===== config.mk =====
export PLATFORM = sky130hd
export DESIGN_NAME = instr_fetch
export DESIGN_NICKNAME = d
export VERILOG_FILES = /design/src/rtl/rv_core_pkg.sv /design/src/rtl/instr_fetch.sv
export SDC_FILE = /design/constraint.sdc
export NUM_CORES = 1
export LEC_CHECK = 0
export BUFFER_PORTS_ARGS = -buffer_cell sky130_fd_sc_hd__buf_2
export CORE_MARGIN = 2
export CORE_UTILIZATION = 34
export CTS_BUF_LIST = sky130_fd_sc_hd__clkbuf_8
export CTS_CLUSTER_SIZE = 30
export DETAILED_ROUTE_END_ITERATION = 12
export PLACE_DENSITY = 0.84
export SKIP_LAST_GASP = 1
export SYNTH_ARGS = -nofsm -noshare
export SYNTH_HDL_FRONTEND = slang
export SYNTH_SLANG_ARGS = --single-unit

===== constraint.sdc =====
create_clock -name clk -period 1.69 [get_ports clk]
set_clock_uncertainty 0.2 [all_clocks]
set_input_delay 0.338 -clock clk [delete_from_list [all_inputs] [get_ports clk]]
set_output_delay 0.338 -clock clk [all_outputs]
set_load 0.02 [all_outputs]

===== src/rtl/rv_core_pkg.sv =====
// shared sizes, encodings and pipeline packets for the rv_core RV32I subset
// referenced by scoped name from every RTL stage

package rv_core_pkg;

    // --------------------------------------------------
    // sizes
    // --------------------------------------------------
    localparam int XLEN        = 32;
    localparam int REG_ADDR_W  = 5;
    localparam int IMEM_DEPTH  = 1024;
    localparam int IMEM_ADDR_W = 10;

    // --------------------------------------------------
    // encodings
    // --------------------------------------------------

    // major opcodes, bits [6:0] of the instruction word
    typedef enum logic [6:0] {
        OPC_OP     = 7'b0110011,
        OPC_OP_IMM = 7'b0010011
    } opcode_e;

    // operations the execute stage knows
    typedef enum logic [1:0] {
        ALU_ADD,
        ALU_SUB,
        ALU_NOP
    } alu_op_e;

    // --------------------------------------------------
    // pipeline packets
    // --------------------------------------------------

    // fetch -> decode, valid in the grant cycle
    typedef struct packed {
        logic            valid;
        logic [XLEN-1:0] pc;
        logic [XLEN-1:0] instr;
    } fetch_pkt_t;

    // decode -> execute, operands already resolved
    typedef struct packed {
        logic                  valid;
        alu_op_e               alu_op;
        logic [REG_ADDR_W-1:0] rd;
        logic [XLEN-1:0]       opa;
        logic [XLEN-1:0]       opb;
        logic                  wr_en;
        logic                  illegal;
    } exec_pkt_t;

    // execute -> register file and forwarding
    typedef struct packed {
        logic                  wr_en;
        logic [REG_ADDR_W-1:0] rd;
        logic [XLEN-1:0]       data;
    } wb_pkt_t;

endpackage


===== src/rtl/instr_fetch.sv =====
// program counter and request logic toward the instruction memory
// stops issuing at halt_addr or when run drops; granted words go to decode
`timescale 1ns/1ns

module instr_fetch (
    input  logic                               clk,
    input  logic                               rst_n,
    input  logic                               run,
    input  logic [rv_core_pkg::IMEM_ADDR_W-1:0] halt_addr,
    output logic                               imem_req,
    output logic [rv_core_pkg::IMEM_ADDR_W-1:0] imem_addr,
    input  logic                               imem_gnt,
    input  logic [rv_core_pkg::XLEN-1:0]        imem_rdata,
    output rv_core_pkg::fetch_pkt_t            fetch,
    output logic                               stopped
);

    localparam int PC_PAD = rv_core_pkg::XLEN - rv_core_pkg::IMEM_ADDR_W - 2;

    logic [rv_core_pkg::IMEM_ADDR_W-1:0] pc_q;
    logic [rv_core_pkg::IMEM_ADDR_W-1:0] gnt_idx;
    logic                                outstanding_q;
    logic                                can_issue;

    // --------------------------------------------------
    // request side
    // --------------------------------------------------
    assign can_issue = run && (pc_q != halt_addr);

    // one request in flight at most, a grant frees the slot the same cycle
    assign imem_req  = can_issue && (!outstanding_q || imem_gnt);
    assign imem_addr = pc_q;

    always_ff @(posedge clk) begin
        if (!rst_n) begin
            pc_q          <= '0;
            outstanding_q <= 1'b0;
        end else begin
            if (imem_req) begin
                pc_q          <= pc_q + 1'b1;
                outstanding_q <= 1'b1;
            end else if (imem_gnt) begin
                outstanding_q <= 1'b0;
            end
        end
    end

    // nothing more to issue and nothing in flight
    assign stopped = !can_issue && !outstanding_q;

    // --------------------------------------------------
    // response side
    // --------------------------------------------------

    // pc already moved past the granted word
    assign gnt_idx = pc_q - 1'b1;

    always_comb begin
        fetch.valid = imem_gnt;
        fetch.pc    = {{PC_PAD{1'b0}}, gnt_idx, 2'b00};
        fetch.instr = imem_rdata;
    end

endmodule


== Yosys cells after proc, flatten, opt, wreduce, memory -nomap -nowiden ==
Index checks and enable logic that the tools add are counted.
Widths: inputs -> output; s select.

* Flip-flop bits (word level): 11
* Bits in latches: 0
* Memory bits (writable): 0
* Bits in read-only memories: 0
* Input bits: 46
* Memories: 0

* $add $sub $neg: 2
* $mul: 0
* Divide/modulo/power cells: 0
* Magnitude comparators: 0
* Equality and inequality tests: 1
* Shift operators: 0
* Mux-type cells: 2
* Bitwise gates (word level): 0
* Reduce and logical (&&, ||, !) cells: 7

{| class="wikitable"
|+ Operator list
! kind !! number
|-
| $add 10x1->10 const B || 1
|-
| $ne 10x10->1 || 1
|-
| $sub 10x1->10 const B || 1
|-
| $logic_and 1x1->1 || 3
|-
| $logic_not 1->1 || 2
|-
| $mux 1 || 2
|-
| $reduce_bool 2->1 || 1
|-
| $logic_or 1x1->1 || 1
|}

== Longest topological paths before layout ==
* Word-level depth: 4
* Mapped depth: 7

== Worst setup path after synthesis ==
No wires, ideal clock.

* Path kind: reg-to-output
* From: register pc_q, in the netlist imem_addr[4]
* To: output stopped
* Arrival time: 1.654 ns
* Required time: 1.152 ns
* Setup slack: -0.502 ns
* Stages on the path, launching flop included: 7
* Path buffers: 2
* Cell sequence: dfxtp_1 -> buf_4 -> xnor2_2 -> nand4_2 -> o31ai_4 -> buf_6 -> nor2b_1

* Cells in the longest elaborated chain, start to end: 4

{| class="wikitable"
|+ RTL lines
! what !! RTL line !! RTL
|-
| from (decl) || instr_fetch.sv:20 || <nowiki>logic [rv_core_pkg::IMEM_ADDR_W-1:0] pc_q;</nowiki>
|-
| from (signal assigned) || instr_fetch.sv:40 || <nowiki>pc_q <= pc_q + 1'b1;</nowiki>
|-
| $ne 10x10->1 || instr_fetch.sv:28 || <nowiki>assign can_issue = run && (pc_q != halt_addr);</nowiki>
|-
| $logic_and 1x1->1 || instr_fetch.sv:28 ||
|-
| $logic_not 1->1 || instr_fetch.sv:49 || <nowiki>assign stopped = !can_issue && !outstanding_q;</nowiki>
|-
| $logic_and 1x1->1 || instr_fetch.sv:49 ||
|-
| to (decl) || instr_fetch.sv:15 || <nowiki>output logic stopped</nowiki>
|}

No other way between the ends.

== Worst setup path in the final report ==
* From: register pc_q, in the netlist imem_addr[3]
* To: output stopped

The elaborated chain is that of the path after synthesis.

==> run summary <==
========================================================================================================
Remaining DRCs                                                                                         0
Post-synthesis cell area                                                                      1320 sq um
Failing checks                                                                              setup timing
Final nets                                                                                           246
Total setup violations reported at the end of the flow                                                23
Most common library cell in the layout ignoring fill and taps                               sky130_fd_sc_hd__buf_4
Total design power                                                                               1.03 mW
Prevailing post-synth register cell                                                         sky130_fd_sc_hd__dfxtp_1
Startpoint of the lowest-slack register-to-register path                                    imem_addr[5]
Vias                                                                                               1,146
Post-CTS clock slew at the launch and capture registers of the worst setup and hold paths        0.05 ns
Avg Cell Area, Syn                                                                            8.18 sq um
Final core utilization                                                                             51.5%
1st-pass router iterations                                                                             4
Drt first-iter violations                                                                             21
Die W                                                                                            66.3 um
Avg WL per Cell                                                                                  14.2 um
Cell count after synthesis                                                                           161
Portion of the clock cycle consumed by the worst path in the final layout                           128%
Cell types occupying the most area after synthesis                                          sky130_fd_sc_hd__buf_4 (34%), sky130_fd_sc_hd__dfxtp_1 (17%), sky130_fd_sc_hd__xnor2_1 (7.3%)
TritonCTS clock tree                                                                               built
Skew-Pair Late Insertion Delay                                                                   0.24 ns
Proportion of synthesized flip-flops having asynchronous set or reset                                 0%
Number of hold buffers added after CTS                                                                 0
Fraction of final layout cells sized beyond drive strength 1                                       68.5%
Minimum setup slack in the final design                                                        -0.473 ns
Highest clock frequency the design can meet                                                    0.462 GHz
Most frequent cells in the layout                                                           sky130_fd_sc_hd__buf_4 (34), sky130_fd_sc_hd__buf_2 (25), sky130_fd_sc_hd__conb_1 (22)
Path type of the worst min-delay path                                                         reg -> reg
Count of synthesis-stage warnings from yosys                                                           0
Post-route antenna net violation count                                                                 0
Wire length of the first global-routing pass                                                     4940 um
Setup crit start                                                                            imem_addr[3]
HPWL after DPL                                                                                   2310 um
Cell class contributing the biggest share of worst-path delay                                 flip-flops
Reg-to-reg setup timing slack                                                                   -0.23 ns
Clock tree buffer depth                                                                                2
Vias in the first global route                                                                     1,052
Power Density                                                                                541 nW/um^2
Setup crit end kind                                                                           output pin
Worst Setup Path Type                                                                         reg -> out
Max capacitance violation total                                                                        0
Antenna violations before repair                                                                       0
Final critical path time including I/O delays and setup                                          2.16 ns
Final Wtd Congestion                                                                               0.850
Die height                                                                                       66.3 um
Initial Util                                                                                       35.7%
Number of clock buffers inserted by TritonCTS                                                          3
H-tree Lvls                                                                                            1
Critical path peak fanout                                                                              5
Final Routed Wirelength                                                                          3490 um
Row count                                                                                             22
Placeable core region                                                                         3690 sq um
Sequential element share of the synthesized area                                                   16.7%
Endpoints failing hold                                                                                 0
Unique cell type count in the Yosys netlist                                                           33
Maximum number of pins on one net before global-route repair                                          18
Arrival time worst endpoint                                                                      1.62 ns
Synthesis-to-finish area growth                                                                    44.2%
Die Area                                                                                      4390 sq um
Peak VDD IR                                                                                   0.000275 V
Delay of the slowest critical-path stage                                                         0.40 ns
Filler Cells Inserted                                                                                332
Sequence of cells on the critical path                                                      xnor2_2, nand4_2, o31ai_4, nor2b_4, buf_6
DP Cell Count                                                                                        231
Count of state elements after synthesis                                                               11
Aggregate global-route resource usage                                                              15.1%
Hold Startpoint                                                                             imem_addr[1]
Grt total ovfl                                                                                         0
Share of the synthesized area in the top cell type                                                 33.6%
Cell type with the highest aggregate area in the netlist                                    sky130_fd_sc_hd__buf_4
Post-Layout Cell Count                                                                               245
Status                                                                                      finished with violations
Data required time of the critical path                                                          1.15 ns
Number of enable flip-flop cells after synthesis                                                       0
Avg Vias per Cell                                                                                   4.68
Total inserted antenna cells                                                                           0
Cell at the slowest stage of the critical path                                              sky130_fd_sc_hd__dfxtp_4
Final Max Tran Viols                                                                                   0
Unrepaired setup endpoints after global routing                                                     true
I/O Buffers                                                                                           36
Root Buffer                                                                                 sky130_fd_sc_hd__clkbuf_8
Buf+Inv Stages, Crit Path                                                                              1
P_leak                                                                                          0.875 nW
CP startpoint kind                                                                             flip-flop
Count of boundary I/O pins                                                                           123
Clock tree sinks                                                                                      11
========================================================================================================
## kinds of logic after synthesis
| logic type | synth area share, % |
|---|---|
| AO/OA/AOI/OAI | 7.69 |
| other | 0.285 |
| buffers and inverters | 37.9 |
| flip-flops | 16.7 |
| adder cells (fa/ha/maj) | 1.90 |
| XOR/XNOR | 12.4 |
| AND/OR/NAND/NOR | 19.3 |
| multiplexers | 3.80 |
## sequential cells by signal, summed over array words and instances (netlist names)
| signal | flops |
|---|---|
| imem_addr | 10 |
| outstanding_q | 1 |
## per-stage QoR
stage	area [sq um]	hold WS [ns]	worst slack [ns]	setup TNS, ns
finish	1900	0.286	-0.473	-5.42
global route	1900	0.308	-0.519	-6.60
CTS	1710	0.292	-0.441	-4.71
detailed placement	1500	0.285	-0.326	-3.36
global placement	1500	0.273	-0.272	-2.71
floorplan	1550	0.278	-0.215	-1.16
## where the power goes
group	switching, mW	internal, mW
Combinational	0.265	0.230
Sequential	0.00728	0.256
Clock	0.109	0.160
Total	0.381	0.647
## cell usage after synthesis, types with 2 or more instances
master                     number
sky130_fd_sc_hd__xnor2_1       11
sky130_fd_sc_hd__mux2i_1        5
sky130_fd_sc_hd__nand4_1        2
sky130_fd_sc_hd__o31ai_1        2
sky130_fd_sc_hd__a21boi_1       4
sky130_fd_sc_hd__or4_1          2
sky130_fd_sc_hd__xor2_1         4
sky130_fd_sc_hd__buf_4         59
sky130_fd_sc_hd__ha_1           2
sky130_fd_sc_hd__or3_2          2
sky130_fd_sc_hd__nand2_1       15
sky130_fd_sc_hd__nand4_2        2
sky130_fd_sc_hd__xnor2_2        2
sky130_fd_sc_hd__nand2b_1       4
sky130_fd_sc_hd__dfxtp_1       11
sky130_fd_sc_hd__o21ai_0        2
sky130_fd_sc_hd__inv_1          5
sky130_fd_sc_hd__buf_6          3
sky130_fd_sc_hd__nor3_1         5
sky130_fd_sc_hd__nand3_1        4
sky130_fd_sc_hd__nor2_1         3
## worst register-to-register path, cell delays in order (launching register included)
cell and delay, ns:
sky130_fd_sc_hd__dfxtp_4 0.36, sky130_fd_sc_hd__xnor2_2 0.14, sky130_fd_sc_hd__nand4_2 0.17, sky130_fd_sc_hd__buf_4 0.18
sky130_fd_sc_hd__buf_4 0.12, sky130_fd_sc_hd__buf_4 0.13, sky130_fd_sc_hd__nor3_4 0.18, sky130_fd_sc_hd__nor4_2 0.07
sky130_fd_sc_hd__buf_4 0.15, sky130_fd_sc_hd__mux2i_1 0.11
## routing by layer
metal,up-vias,track usage [%],wire length [um]
li1,524,-,-
met1,541,16.0,1250
met2,61,27.3,1880
met3,20,2.56,255
met4,0,9.69,103
met5,-,0,0
## final cells by class
class                   instances  area (sq um)  area share (%)
clock inverters                 1          3.75           0.198
well taps                      48          60.1            3.16
repair buffers                 74           553            29.1
inverters                       5          22.5            1.19
flip-flops and latches         11           253            13.3
clock buffers                   3          41.3            2.17
multi-input cells             103           966            50.9
## worst paths after layout
check	endpoint	cells past startpoint
min reg2reg	imem_addr[1]	2
max reg2reg	imem_addr[9]	9
min	imem_addr[1]	2
max	stopped	5
## timing repair
action                                 CTS  global route
setup endpoints to repair               21            23
gates resized for setup                 35            33
setup buffers                            5             6
endpoints found under the hold margin    0             0
pin swaps                               11            23
No activity file was read; power rests on OpenSTA's default activity.
