### src/rtl/rv_core_pkg.sv
// shared sizes, encodings and pipeline packets for the rv_core RV32I subset
// referenced by scoped name from every RTL stage

package rv_core_pkg;

    // --------------------------------------------------
    // sizes
    // --------------------------------------------------
    localparam int XLEN        = 32;
    localparam int REG_ADDR_W  = 5;
    localparam int IMEM_DEPTH  = 1024;
    localparam int IMEM_ADDR_W = 10;

    // --------------------------------------------------
    // encodings
    // --------------------------------------------------

    // major opcodes, bits [6:0] of the instruction word
    typedef enum logic [6:0] {
        OPC_OP     = 7'b0110011,
        OPC_OP_IMM = 7'b0010011
    } opcode_e;

    // operations the execute stage knows
    typedef enum logic [1:0] {
        ALU_ADD,
        ALU_SUB,
        ALU_NOP
    } alu_op_e;

    // --------------------------------------------------
    // pipeline packets
    // --------------------------------------------------

    // fetch -> decode, valid in the grant cycle
    typedef struct packed {
        logic            valid;
        logic [XLEN-1:0] pc;
        logic [XLEN-1:0] instr;
    } fetch_pkt_t;

    // decode -> execute, operands already resolved
    typedef struct packed {
        logic                  valid;
        alu_op_e               alu_op;
        logic [REG_ADDR_W-1:0] rd;
        logic [XLEN-1:0]       opa;
        logic [XLEN-1:0]       opb;
        logic                  wr_en;
        logic                  illegal;
    } exec_pkt_t;

    // execute -> register file and forwarding
    typedef struct packed {
        logic                  wr_en;
        logic [REG_ADDR_W-1:0] rd;
        logic [XLEN-1:0]       data;
    } wb_pkt_t;

endpackage

### src/rtl/alu_execute.sv
// execute and writeback stage: add or subtract, then register the result
// the combinational result also feeds decode forwarding
`timescale 1ns/1ns

module alu_execute (
    input  logic                        clk,
    input  logic                        rst_n,
    input  rv_core_pkg::exec_pkt_t      exec,
    output logic [rv_core_pkg::XLEN-1:0] fwd_data,
    output rv_core_pkg::wb_pkt_t        wb,
    output logic                        retire,
    output logic                        illegal
);

    logic wr_ok;

    // --------------------------------------------------
    // alu
    // --------------------------------------------------
    always_comb begin
        case (exec.alu_op)
            rv_core_pkg::ALU_ADD: fwd_data = exec.opa + exec.opb;
            rv_core_pkg::ALU_SUB: fwd_data = exec.opa - exec.opb;
            default:              fwd_data = exec.opa;
        endcase
    end

    // writes to x0 are dropped here
    assign wr_ok = exec.valid && exec.wr_en && (exec.rd != '0);

    // --------------------------------------------------
    // writeback register and status pulses
    // --------------------------------------------------
    always_ff @(posedge clk) begin
        if (!rst_n) begin
            wb.wr_en <= 1'b0;
            retire   <= 1'b0;
            illegal  <= 1'b0;
        end else begin
            wb.wr_en <= wr_ok;
            // every valid word retires, illegal ones as a no-op
            retire   <= exec.valid;
            illegal  <= exec.valid && exec.illegal;
        end
    end

    always_ff @(posedge clk) begin
        wb.rd   <= exec.rd;
        wb.data <= fwd_data;
    end

endmodule

### config.mk
export PLATFORM = sky130hd
export DESIGN_NAME = alu_execute
export DESIGN_NICKNAME = d
export VERILOG_FILES = /design/src/rtl/rv_core_pkg.sv /design/src/rtl/alu_execute.sv
export SDC_FILE = /design/constraint.sdc
export NUM_CORES = 1
export LEC_CHECK = 0
export ABC_AREA = 1
export BUFFER_PORTS_ARGS = -buffer_cell sky130_fd_sc_hd__buf_2
export CORE_UTILIZATION = 56
export CTS_CLUSTER_SIZE = 8
export DETAILED_ROUTE_END_ITERATION = 7
export PLACE_DENSITY = 0.94
export SLEW_MARGIN = 30
export SYNTH_ARGS = -nofsm -noshare
export SYNTH_HDL_FRONTEND = slang
export SYNTH_SLANG_ARGS = --single-unit
### constraint.sdc
create_clock -name clk -period 5.4 [get_ports clk]
set_input_delay 0.81 -clock clk [delete_from_list [all_inputs] [get_ports clk]]
set_output_delay 0.81 -clock clk [all_outputs]
set_load 0.01 [all_outputs]
Word-level counts from Yosys, hierarchy flattened
Cells that the tools add are included.
- $add $sub $neg: 2
- equality and inequality tests: 1
- muxes and demuxes: 1
- reductions and logical operators: 5
- operator list (operator ; number):
    32-bit case mux with 2 select lines ; 1
    32-bit adder ; 1
    32-bit subtractor ; 1
    5-bit nonzero test ; 1
    1-bit logical AND ; 3
    2-bit by 1-bit equality test with 1-bit output, second input constant ; 1
    2-bit logical NOT ; 1
- register bits: 40
- input bits: 76
- output and inout bits: 72
- logic and storage cells: 14

Longest topological paths before layout
Gate-level depths: netlist of the first run.
- depth in word-level cells: 2
- depth in mapped cells: 22
- gate-level depth less buffers: 22

Worst setup path before layout of the first run
No wires, ideal clock.
- path kind: input-to-output
- start point: input exec[3] (netlist name)
- end point: output fwd_data[18] (netlist name)
- data arrival time: 3120 ps
- required time: 4590 ps
- setup slack: 1470 ps
- stages on the path: 17
- path buffers: 0
- cell sequence: inv_1 > ha_1 > nand3_2 > nor2_2 > inv_2 > nor3_1 > a31oi_1 > xor2_1 > ha_1 > nand2_1 > nor2_1 > inv_1 > nor2_1 > nand4_1 > nand3_1 > a21oi_1 > a21oi_1
- longest elaborated chain between the ends: 2
- elaborated cells between the ends (all ways): 3
- classes of those cells: 2 x add/sub; 1 x mux
- RTL lines (element ; line ; source):
    start: declaration ; alu_execute.sv:8 ; input rv_core_pkg::exec_pkt_t exec,
    32-bit subtractor / 32-bit adder (equally long branches) ; alu_execute.sv:23, alu_execute.sv:22 ;
    32-bit case mux with 2 select lines * ; alu_execute.sv:21 ; case (exec.alu_op)
    end: declaration ; alu_execute.sv:9 ; output logic [rv_core_pkg::XLEN-1:0] fwd_data,
Mark *: on every way between the ends. The rest lies on a longest branch, timed or not.

Worst setup path in the final report of the first run
Same ends and word-level chain as after synthesis.

==> flow_metrics.tcl, run 1 <==
set metrics [dict create \
    run_status "finished, final reports clean" \
    cts_repair_resize_count 0 \
    finish.net_count 1054 \
    hpwl_um 11100 \
    rows 32 \
    layout.area.seq_um2 801 \
    remaining_drc_errors 0 \
    gp_congestion 0.981 \
    worst_ep_arrival_time_ns 3.92 \
    rsz0062_at_grt "no" \
    period_needed_ns 4.73 \
    slew-limit-headroom 0.702 \
    finalNonFillerCells 1048 \
    timing.setup.tns_ns 0 \
    final-max-slew-violation-count 0 \
    die_width_um 91.2 \
    cts_inserted_buffers 5 \
    post_drt_wl_per_cell_um 12.5 \
    cts.clk_slew.worst_paths_ns 0.08 \
    cts.root.buffer_cell "sky130_fd_sc_hd__clkbuf_8" \
    multi_input_area_um2 3140 \
    yosysWarningCount 0 \
    period_share 0.877 \
    timing.max_cap.violations 0 \
    grt.overflow.total 0 \
    critical_path.max_fanout 5 \
    route.detailed.vias_per_inst 5.20 \
    cts.hold.buffers_added 0 \
    timing.critical_path.required_ns 4.59 \
    grt_first_pass_wirelength_um 21200 \
    insertedDiodeCount 0 \
    drtIter0Drc 464 \
    die_h_um 91.2 \
    irDropWorstVdd_mv 0.109 \
    postCtsSetupBuffers 0 \
    starting_density_of_the_core 0.577 \
    worstPathCellList "buf_2 -> inv_1 -> ha_1 -> nand3_2 -> nor2_2 -> inv_2 -> nor3_1 -> a31oi_1 -> xor2_1 -> ha_1 -> nand2_1 -> nor2_1 -> inv_1 -> nor2_1 -> nand4_1 -> nand3_1 -> a21oi_1 -> a21oi_1 -> buf_2" \
    hold_depth 1 \
    startpoint_type "input port" \
    fin_hold_ws_ns 0.630 \
    pin_count_of_the_biggest_net_entering_global_routing 40 \
    drt.antenna.violating_nets 0 \
    power.static_leakage_nw 3.23 \
    fp.coreArea_um2 7730 \
    cts.path.max_buffers 2 \
    syn_nets 907 \
    design.portCount 148 \
    pin_slew_with_the_least_headroom_to_its_limit_ns 0.446 \
    maximum_cell_stage_delay_along_the_critical_path_ns 0.37 \
    first_pass_iters 7 \
    final_core_utilization 0.700 \
    seq_area_frac_synth 0.180 \
    netlist_area_um2 4460 \
    postSynthCellCount 798 \
    port-buffer-count 147 \
    fmaxAchievable_ghz 0.211 \
    num_vias 5445 \
    total_power_w 0.00124 \
    gr-usage-all-layers 0.316 \
    drive_above_1_share 0.188 \
    placed_cells_incl_taps 1040 \
    count_of_different_cell_masters_after_synthesis 36 \
    h-tree-depth 2 \
    worst-setup-path-type "input port to output port" \
    nFillCells 721 \
    first_global_vias 4790 \
    power_density_nw_per_um2 228 \
    layout_stage_area_growth_over_the_synthesis_result_pct 21.3 \
    timing.final.setup_violations 0 \
    final_report_hold_violation_count 0 \
    ys_seq_elements 40 \
    synth_area_per_cell_um2 5.59 \
    tritoncts "yes" \
    drt_wl_total_um 13100 \
    die_area_um2 8320 \
    critPathCaptureType "output port" \
    crit_slowest_cell "sky130_fd_sc_hd__ha_1" \
    initial_antenna_violation_count 0 \
    hp-class "input port to register" \
    clk_sink_count 40 \
]
-- layer usage --
layer,vias to the layer above,global-route usage,part of all wire
li1,2783,-,-
met3,33,0.0276,0.075
met5,-,0,0
met1,2381,0.416,0.44
met4,0,0.107,0.030
met2,248,0.542,0.45
-- path summary, 6_finish.rpt --
check | slack (ns) | from | endpoint
max | 0.67 | exec[3] | fwd_data[18]
min | 0.63 | exec[67] | wb[33]
-- stage by stage --
step           cell area [µm²]  setup WS (ns)
2_1_floorplan             4460           1.47
3_3_place_gp              5300          0.798
3_5_place_dp              5300          0.762
4_1_cts                   5410          0.760
5_1_grt                   5410          0.365
6_report                  5410          0.667
-- cells by family after synthesis --
logic type,after synthesis,share of synthesized area
AO/OA/AOI/OAI,66,0.0845
XOR/XNOR,33,0.0648
adder cells (fa/ha/maj),33,0.0943
buffers and inverters,136,0.116
flip-flops,40,0.180
AND/OR/NAND/NOR,490,0.461
-- cell type report --
cell class | instances | area share
clock buffers | 5 | 0.0127
clock inverters | 3 | 0.00787
inverters | 127 | 0.0882
multi-input cells | 622 | 0.581
flip-flops and latches | 40 | 0.148
well taps | 102 | 0.0236
repair buffers | 149 | 0.139
-- synthesized netlist by cell type --
cell type / count / share of area
sky130_fd_sc_hd__a21o_1: 2 / 0.0034
sky130_fd_sc_hd__a21oi_1: 28 / 0.031
sky130_fd_sc_hd__a31oi_1: 2 / 0.0028
sky130_fd_sc_hd__and2_1: 2 / 0.0028
sky130_fd_sc_hd__buf_2: 2 / 0.0022
sky130_fd_sc_hd__buf_4: 1 / 0.0017
sky130_fd_sc_hd__clkbuf_1: 6 / 0.0051
sky130_fd_sc_hd__dfxtp_1: 40 / 0.18
sky130_fd_sc_hd__fa_1: 1 / 0.0045
sky130_fd_sc_hd__ha_1: 32 / 0.090
sky130_fd_sc_hd__inv_1: 125 / 0.11
sky130_fd_sc_hd__inv_2: 2 / 0.0017
sky130_fd_sc_hd__nand2_1: 302 / 0.25
sky130_fd_sc_hd__nand2_2: 3 / 0.0042
sky130_fd_sc_hd__nand3_1: 54 / 0.061
sky130_fd_sc_hd__nand3_2: 3 / 0.0067
sky130_fd_sc_hd__nand3b_1: 8 / 0.013
sky130_fd_sc_hd__nand3b_2: 1 / 0.0025
sky130_fd_sc_hd__nand4_1: 10 / 0.014
sky130_fd_sc_hd__nor2_1: 85 / 0.072
sky130_fd_sc_hd__nor2_2: 2 / 0.0028
sky130_fd_sc_hd__nor3_1: 9 / 0.010
sky130_fd_sc_hd__nor3_4: 1 / 0.0036
sky130_fd_sc_hd__o21a_1: 2 / 0.0034
sky130_fd_sc_hd__o21ai_0: 19 / 0.021
sky130_fd_sc_hd__o21ai_1: 6 / 0.0067
sky130_fd_sc_hd__o21ai_2: 1 / 0.0020
sky130_fd_sc_hd__o21bai_1: 3 / 0.0051
sky130_fd_sc_hd__o311ai_0: 1 / 0.0020
sky130_fd_sc_hd__o31ai_1: 1 / 0.0017
sky130_fd_sc_hd__o31ai_4: 1 / 0.0048
sky130_fd_sc_hd__or2_1: 2 / 0.0028
sky130_fd_sc_hd__or2_2: 7 / 0.0098
sky130_fd_sc_hd__or3_1: 1 / 0.0014
sky130_fd_sc_hd__xnor2_1: 13 / 0.026
sky130_fd_sc_hd__xor2_1: 20 / 0.039
-- report_power, final --
group / internal, W / switching, W
clock: 0.000137 / 0.000121
sequential: 0.000336 / 0.00000910
combinational: 0.000235 / 0.000397
total: 0.000708 / 0.000527
-- worst max-delay path: cells and delay by family --
| kind | cells | cell delay (ns) |
|---|---|---|
| compound gates | 3 | 0.44 |
| buf+inv | 5 | 0.54 |
| simple gates | 8 | 1.32 |
| fa+ha+maj | 2 | 0.61 |
| xor+xnor | 1 | 0.19 |
-- sequential cells by signal, indices dropped and copies added (netlist names) --
name     cells
wb          38
retire       1
illegal      1
-- cells in the final DEF (no fill, tap or decap), types with 5 or more instances in the layout --
master,Yosys,layout
sky130_fd_sc_hd__dfxtp_1,40,40
sky130_fd_sc_hd__nand4_1,10,10
sky130_fd_sc_hd__xnor2_1,13,13
sky130_fd_sc_hd__xor2_1,20,20
sky130_fd_sc_hd__nand2_1,302,302
sky130_fd_sc_hd__or2_2,7,7
sky130_fd_sc_hd__inv_1,125,125
sky130_fd_sc_hd__a21oi_1,28,28
sky130_fd_sc_hd__ha_1,32,32
sky130_fd_sc_hd__buf_2,2,147
sky130_fd_sc_hd__o21ai_0,19,19
sky130_fd_sc_hd__nand3_1,54,54
sky130_fd_sc_hd__nand3b_1,8,8
sky130_fd_sc_hd__nor2_1,85,85
sky130_fd_sc_hd__clkbuf_8,0,5
sky130_fd_sc_hd__o21ai_1,6,6
sky130_fd_sc_hd__nor3_1,9,9
Power figures use the tool's default switching activity.
==> run 2, diff against run 1 <==
- CORE_ASPECT_RATIO: unset -> 0.7
==> flow_metrics.tcl, run 2 (same netlist as run 1, synthesis figures left out) <==
set metrics [dict create \
    run_status "finished, final reports clean" \
    post_drt_wl_per_cell_um 13.1 \
    drt.antenna.violating_nets 0 \
    period_needed_ns 4.70 \
    grt_first_pass_wirelength_um 21800 \
    slew-limit-headroom 0.691 \
    die_h_um 76.7 \
    critical_path.max_fanout 5 \
    layout.cells.most_common "sky130_fd_sc_hd__nand2_1" \
    power_density_nw_per_um2 246 \
    tritoncts "yes" \
    num_vias 5478 \
    cts.root.buffer_cell "sky130_fd_sc_hd__clkbuf_16" \
    fp.coreArea_um2 7510 \
    route.detailed.vias_per_inst 5.25 \
    fmaxAchievable_ghz 0.213 \
    period_share 0.871 \
    layout_stage_area_growth_over_the_synthesis_result_pct 22.6 \
    critPathCaptureType "output port" \
    gp_congestion 0.960 \
    timing.setup.tns_ns 0 \
    drive_above_1_share 0.188 \
    cts.hold.buffers_added 0 \
    wl_met2_um 5360 \
    drt_wl_total_um 13700 \
    multi_input_area_um2 3140 \
    first_global_vias 4677 \
    timing.max_cap.violations 0 \
    die_area_um2 8330 \
    register_containing_the_most_flip_flops_in_the_final_layout "wb" \
    final-max-slew-violation-count 0 \
    starting_density_of_the_core 0.593 \
    pin_count_of_the_biggest_net_entering_global_routing 40 \
    drtIter0Drc 552 \
    hpwl_um 11400 \
    hp-class "input port to register" \
    gr-usage-all-layers 0.334 \
    clk_sink_count 40 \
    irDropWorstVdd_mv 0.173 \
    insertedDiodeCount 0 \
    rsz0062_at_grt "no" \
    postPlaceCellArea_um2 5290 \
    cts_inserted_buffers 5 \
    largest_register_ffs 38 \
    rows 26 \
    highest_layer "met4" \
    timing.critical_path.required_ns 4.59 \
    h-tree-depth 2 \
    wirelength_met1_um 6300 \
    timing.final.setup_violations 0 \
    worst_ep_arrival_time_ns 3.89 \
    final_report_hold_violation_count 0 \
    startpoint_type "input port" \
    nFillCells 666 \
    pin_slew_with_the_least_headroom_to_its_limit_ns 0.461 \
    layout.area.seq_um2 801 \
    design.portCount 148 \
    die_width_um 109 \
    power.static_leakage_nw 3.26 \
    postCtsSetupBuffers 0 \
    worst-setup-path-type "input port to output port" \
    remaining_drc_errors 0 \
    port-buffer-count 147 \
    cts.clk_slew.worst_paths_ns 0.06 \
    total_power_w 0.00134 \
    final_design_area_no_fill_um2 5460 \
    reg_top3 "wb (38), illegal (1), retire (1)" \
    layout_common_cells "sky130_fd_sc_hd__nand2_1, sky130_fd_sc_hd__buf_2, sky130_fd_sc_hd__inv_1, sky130_fd_sc_hd__nor2_1, sky130_fd_sc_hd__nand3_1" \
    first_pass_iters 6 \
    grt.overflow.total 0 \
    cts.path.max_buffers 2 \
    route.met3.wl_um 1810 \
    finish.net_count 1054 \
    initial_antenna_violation_count 0 \
    cts_repair_resize_count 0 \
]
[run 2: cell types whose count changed in the layout (fill, tap and decap cells not counted), sizes merged]
cell and delta:
clkinv +1, clkinvlp -1
[run 2: layout make-up]
cell class                 count  share of cell area
tap                           98              0.0224
clock buffer                   5              0.0229
timing repair buffer         149               0.137
sequential                    40               0.147
inverter                     127              0.0872
multi-input combinational    622               0.575
clock inverter                 3             0.00870
[run 2: through the flow]
step | hold slack, ns | instances | util | setup WS [ns]
after global placement | 0.923 | 1036 | 0.704 | 0.841
after detailed placement | 0.927 | 1036 | 0.704 | 0.781
after global routing | 0.622 | 1044 | 0.727 | 0.384
final | 0.638 | 1044 | 0.727 | 0.697
after CTS | 0.637 | 1044 | 0.727 | 0.790
after floorplan | 0.838 | 798 | - | 1.47
[run 2: critical path: stages]
cell                      delay [ns]
sky130_fd_sc_hd__buf_2          0.10
sky130_fd_sc_hd__inv_1          0.09
sky130_fd_sc_hd__ha_1           0.24
sky130_fd_sc_hd__nand3_2        0.14
sky130_fd_sc_hd__nor2_2         0.21
sky130_fd_sc_hd__inv_2          0.09
sky130_fd_sc_hd__nor3_1         0.23
sky130_fd_sc_hd__a31oi_1        0.14
sky130_fd_sc_hd__xor2_1         0.18
sky130_fd_sc_hd__ha_1           0.40
sky130_fd_sc_hd__nand2_1        0.12
sky130_fd_sc_hd__nor2_1         0.20
sky130_fd_sc_hd__inv_1          0.08
sky130_fd_sc_hd__nor2_1         0.13
sky130_fd_sc_hd__nand4_1        0.13
sky130_fd_sc_hd__nand3_1        0.11
sky130_fd_sc_hd__a21oi_1        0.06
sky130_fd_sc_hd__a21oi_1        0.26
sky130_fd_sc_hd__buf_2          0.19
[run 2: path summary, 6_finish.rpt]
kind | slack, ns | end | cells after the start | start
setup / recovery | 0.70 | fwd_data[18] | 19 | exec[3]
hold / removal | 0.64 | wb[33] | 1 | exec[67]
[run 2: per-layer routing]
metal  vias to the layer above  global-route usage
met5                         -                   0
met4                         0              0.0581
met3                        21              0.0604
met2                       346               0.478
met1                      2326               0.514
li1                       2785                   -
[run 2: power breakdown]
part | internal [W] | switching [W]
logic | 0.000235 | 0.000404
clock network | 0.000220 | 0.000141
registers | 0.000337 | 0.00000832
==> run 3, diff against run 2 <==
- CORE_UTILIZATION: 56 -> 45
- PLACE_DENSITY: 0.94 -> 0.79
==> flow_metrics.tcl, run 3 (same netlist as run 1, synthesis figures left out) <==
set metrics [dict create \
    run_status "finished, final reports clean" \
    design.portCount 148 \
    wirelength_met1_um 6980 \
    timing.critical_path.required_ns 4.59 \
    cts_inserted_buffers 5 \
    period_needed_ns 4.72 \
    hpwl_um 11600 \
    maximum_cell_stage_delay_along_the_critical_path_ns 0.38 \
    cts_repair_resize_count 0 \
    fmaxAchievable_ghz 0.212 \
    grt_first_pass_wirelength_um 21800 \
    final-max-slew-violation-count 0 \
    register_containing_the_most_flip_flops_in_the_final_layout "wb" \
    highest_layer "met4" \
    layout.cells.most_common "sky130_fd_sc_hd__nand2_1" \
    fin_hold_ws_ns 0.629 \
    timing.setup.tns_ns 0 \
    first_pass_iters 6 \
    worstPathCellList "buf_2 -> inv_1 -> ha_1 -> nand3_2 -> nor2_2 -> inv_2 -> nor3_1 -> a31oi_1 -> xor2_1 -> ha_1 -> nand2_1 -> nor2_1 -> inv_1 -> nor2_1 -> nand4_1 -> nand3_1 -> a21oi_1 -> a21oi_1 -> buf_2" \
    fp.coreArea_um2 9330 \
    postCtsSetupBuffers 0 \
    postLayoutSetupSlackWorst_ns 0.678 \
    gr-usage-all-layers 0.269 \
    drt.antenna.violating_nets 0 \
    critPathCaptureType "output port" \
    remaining_drc_errors 0 \
    rows 29 \
    worst-setup-path-type "input port to output port" \
    period_share 0.874 \
    tritoncts "yes" \
    die_h_um 85.3 \
    clk_sink_count 40 \
    layout_common_cells "sky130_fd_sc_hd__nand2_1, sky130_fd_sc_hd__buf_2, sky130_fd_sc_hd__inv_1, sky130_fd_sc_hd__nor2_1, sky130_fd_sc_hd__nand3_1" \
    irDropWorstVdd_mv 0.163 \
    largest_register_ffs 38 \
    final_core_utilization 0.589 \
    finish.net_count 1054 \
    h-tree-depth 2 \
    cts.path.max_buffers 2 \
    layout_stage_area_growth_over_the_synthesis_result_pct 23.3 \
    power.static_leakage_nw 3.26 \
    drtIter0Drc 400 \
    cts.root.buffer_cell "sky130_fd_sc_hd__clkbuf_16" \
    reg_top3 "wb (38), illegal (1), retire (1)" \
    cts.hold.buffers_added 0 \
    cts.clk_slew.worst_paths_ns 0.06 \
    pin_count_of_the_biggest_net_entering_global_routing 40 \
    insertedDiodeCount 0 \
    route.met3.wl_um 1590 \
    initial_antenna_violation_count 0 \
    nFillCells 962 \
    gp_congestion 1.00 \
    timing.critical_path.max_delay_family "simple AND/OR/NAND/NOR gates" \
    slew-limit-headroom 0.659 \
    timing.final.setup_violations 0 \
    wl_met2_um 5180 \
    grt.overflow.total 0 \
    first_global_vias 4561 \
    power_density_nw_per_um2 244 \
    die_area_um2 10300 \
    dpl_worst_slack_ns 0.763 \
    post_drt_wl_per_cell_um 13.0 \
    worst_ep_arrival_time_ns 3.91 \
    startpoint_type "input port" \
    num_vias 5393 \
    critical_path.max_fanout 5 \
    starting_density_of_the_core 0.478 \
    crit_slowest_cell "sky130_fd_sc_hd__ha_1" \
    drt_wl_total_um 13900 \
    route.detailed.vias_per_inst 5.04 \
    die_width_um 121 \
    final_report_hold_violation_count 0 \
    port-buffer-count 147 \
    hp-class "input port to register" \
    timing.max_cap.violations 0 \
    rsz0062_at_grt "no" \
    pin_slew_with_the_least_headroom_to_its_limit_ns 0.509 \
    cp_num_buf_inv 5 \
    drive_above_1_share 0.188 \
]
run 3: cell types whose count changed in the layout (fill, tap and decap cells not counted):
cell                         change
sky130_fd_sc_hd__clkinv_4        -2
sky130_fd_sc_hd__clkinvlp_4      +1
sky130_fd_sc_hd__inv_6           +1
run 3: layout make-up:
type | count | area, µm² | area share
Multi-Input combinational cell | 622 | 3140 | 0.571
Sequential cell | 40 | 801 | 0.146
Timing Repair Buffer | 149 | 751 | 0.137
Inverter | 127 | 477 | 0.0867
Tap cell | 124 | 155 | 0.0282
Clock buffer | 5 | 125 | 0.0228
Clock inverter | 3 | 46.3 | 0.00842
run 3: worst paths after layout:
check | cells past startpoint | from | slack, ns | endpoint
worst max-delay path | 19 | exec[3] | 0.68 | fwd_data[18]
worst min-delay path | 1 | exec[70] | 0.63 | wb[36]
run 3: power by group:
part	switching, W	internal, W	total [W]	leakage, nW
Clock	0.000140	0.000220	0.000360	0.0804
Sequential	0.00000802	0.000337	0.000345	0.337
Combinational	0.000404	0.000235	0.000639	2.84
run 3: per-layer routing:
| metal | vias to the layer above | track usage |
|---|---|---|
| met5 | - | 0 |
| met4 | 0 | 0.0505 |
| met3 | 12 | 0.0497 |
| met2 | 275 | 0.381 |
| met1 | 2315 | 0.416 |
| li1 | 2791 | - |
run 3: per-stage QoR:
step	cell area [µm²]	total power, W	cells
CTS	5500	0.00134	1070
global placement	5320	0.000968	1062
finish	5500	0.00134	1070
floorplan	4460	0.000767	798
detailed placement	5320	0.000974	1062
global route	5500	0.00144	1070
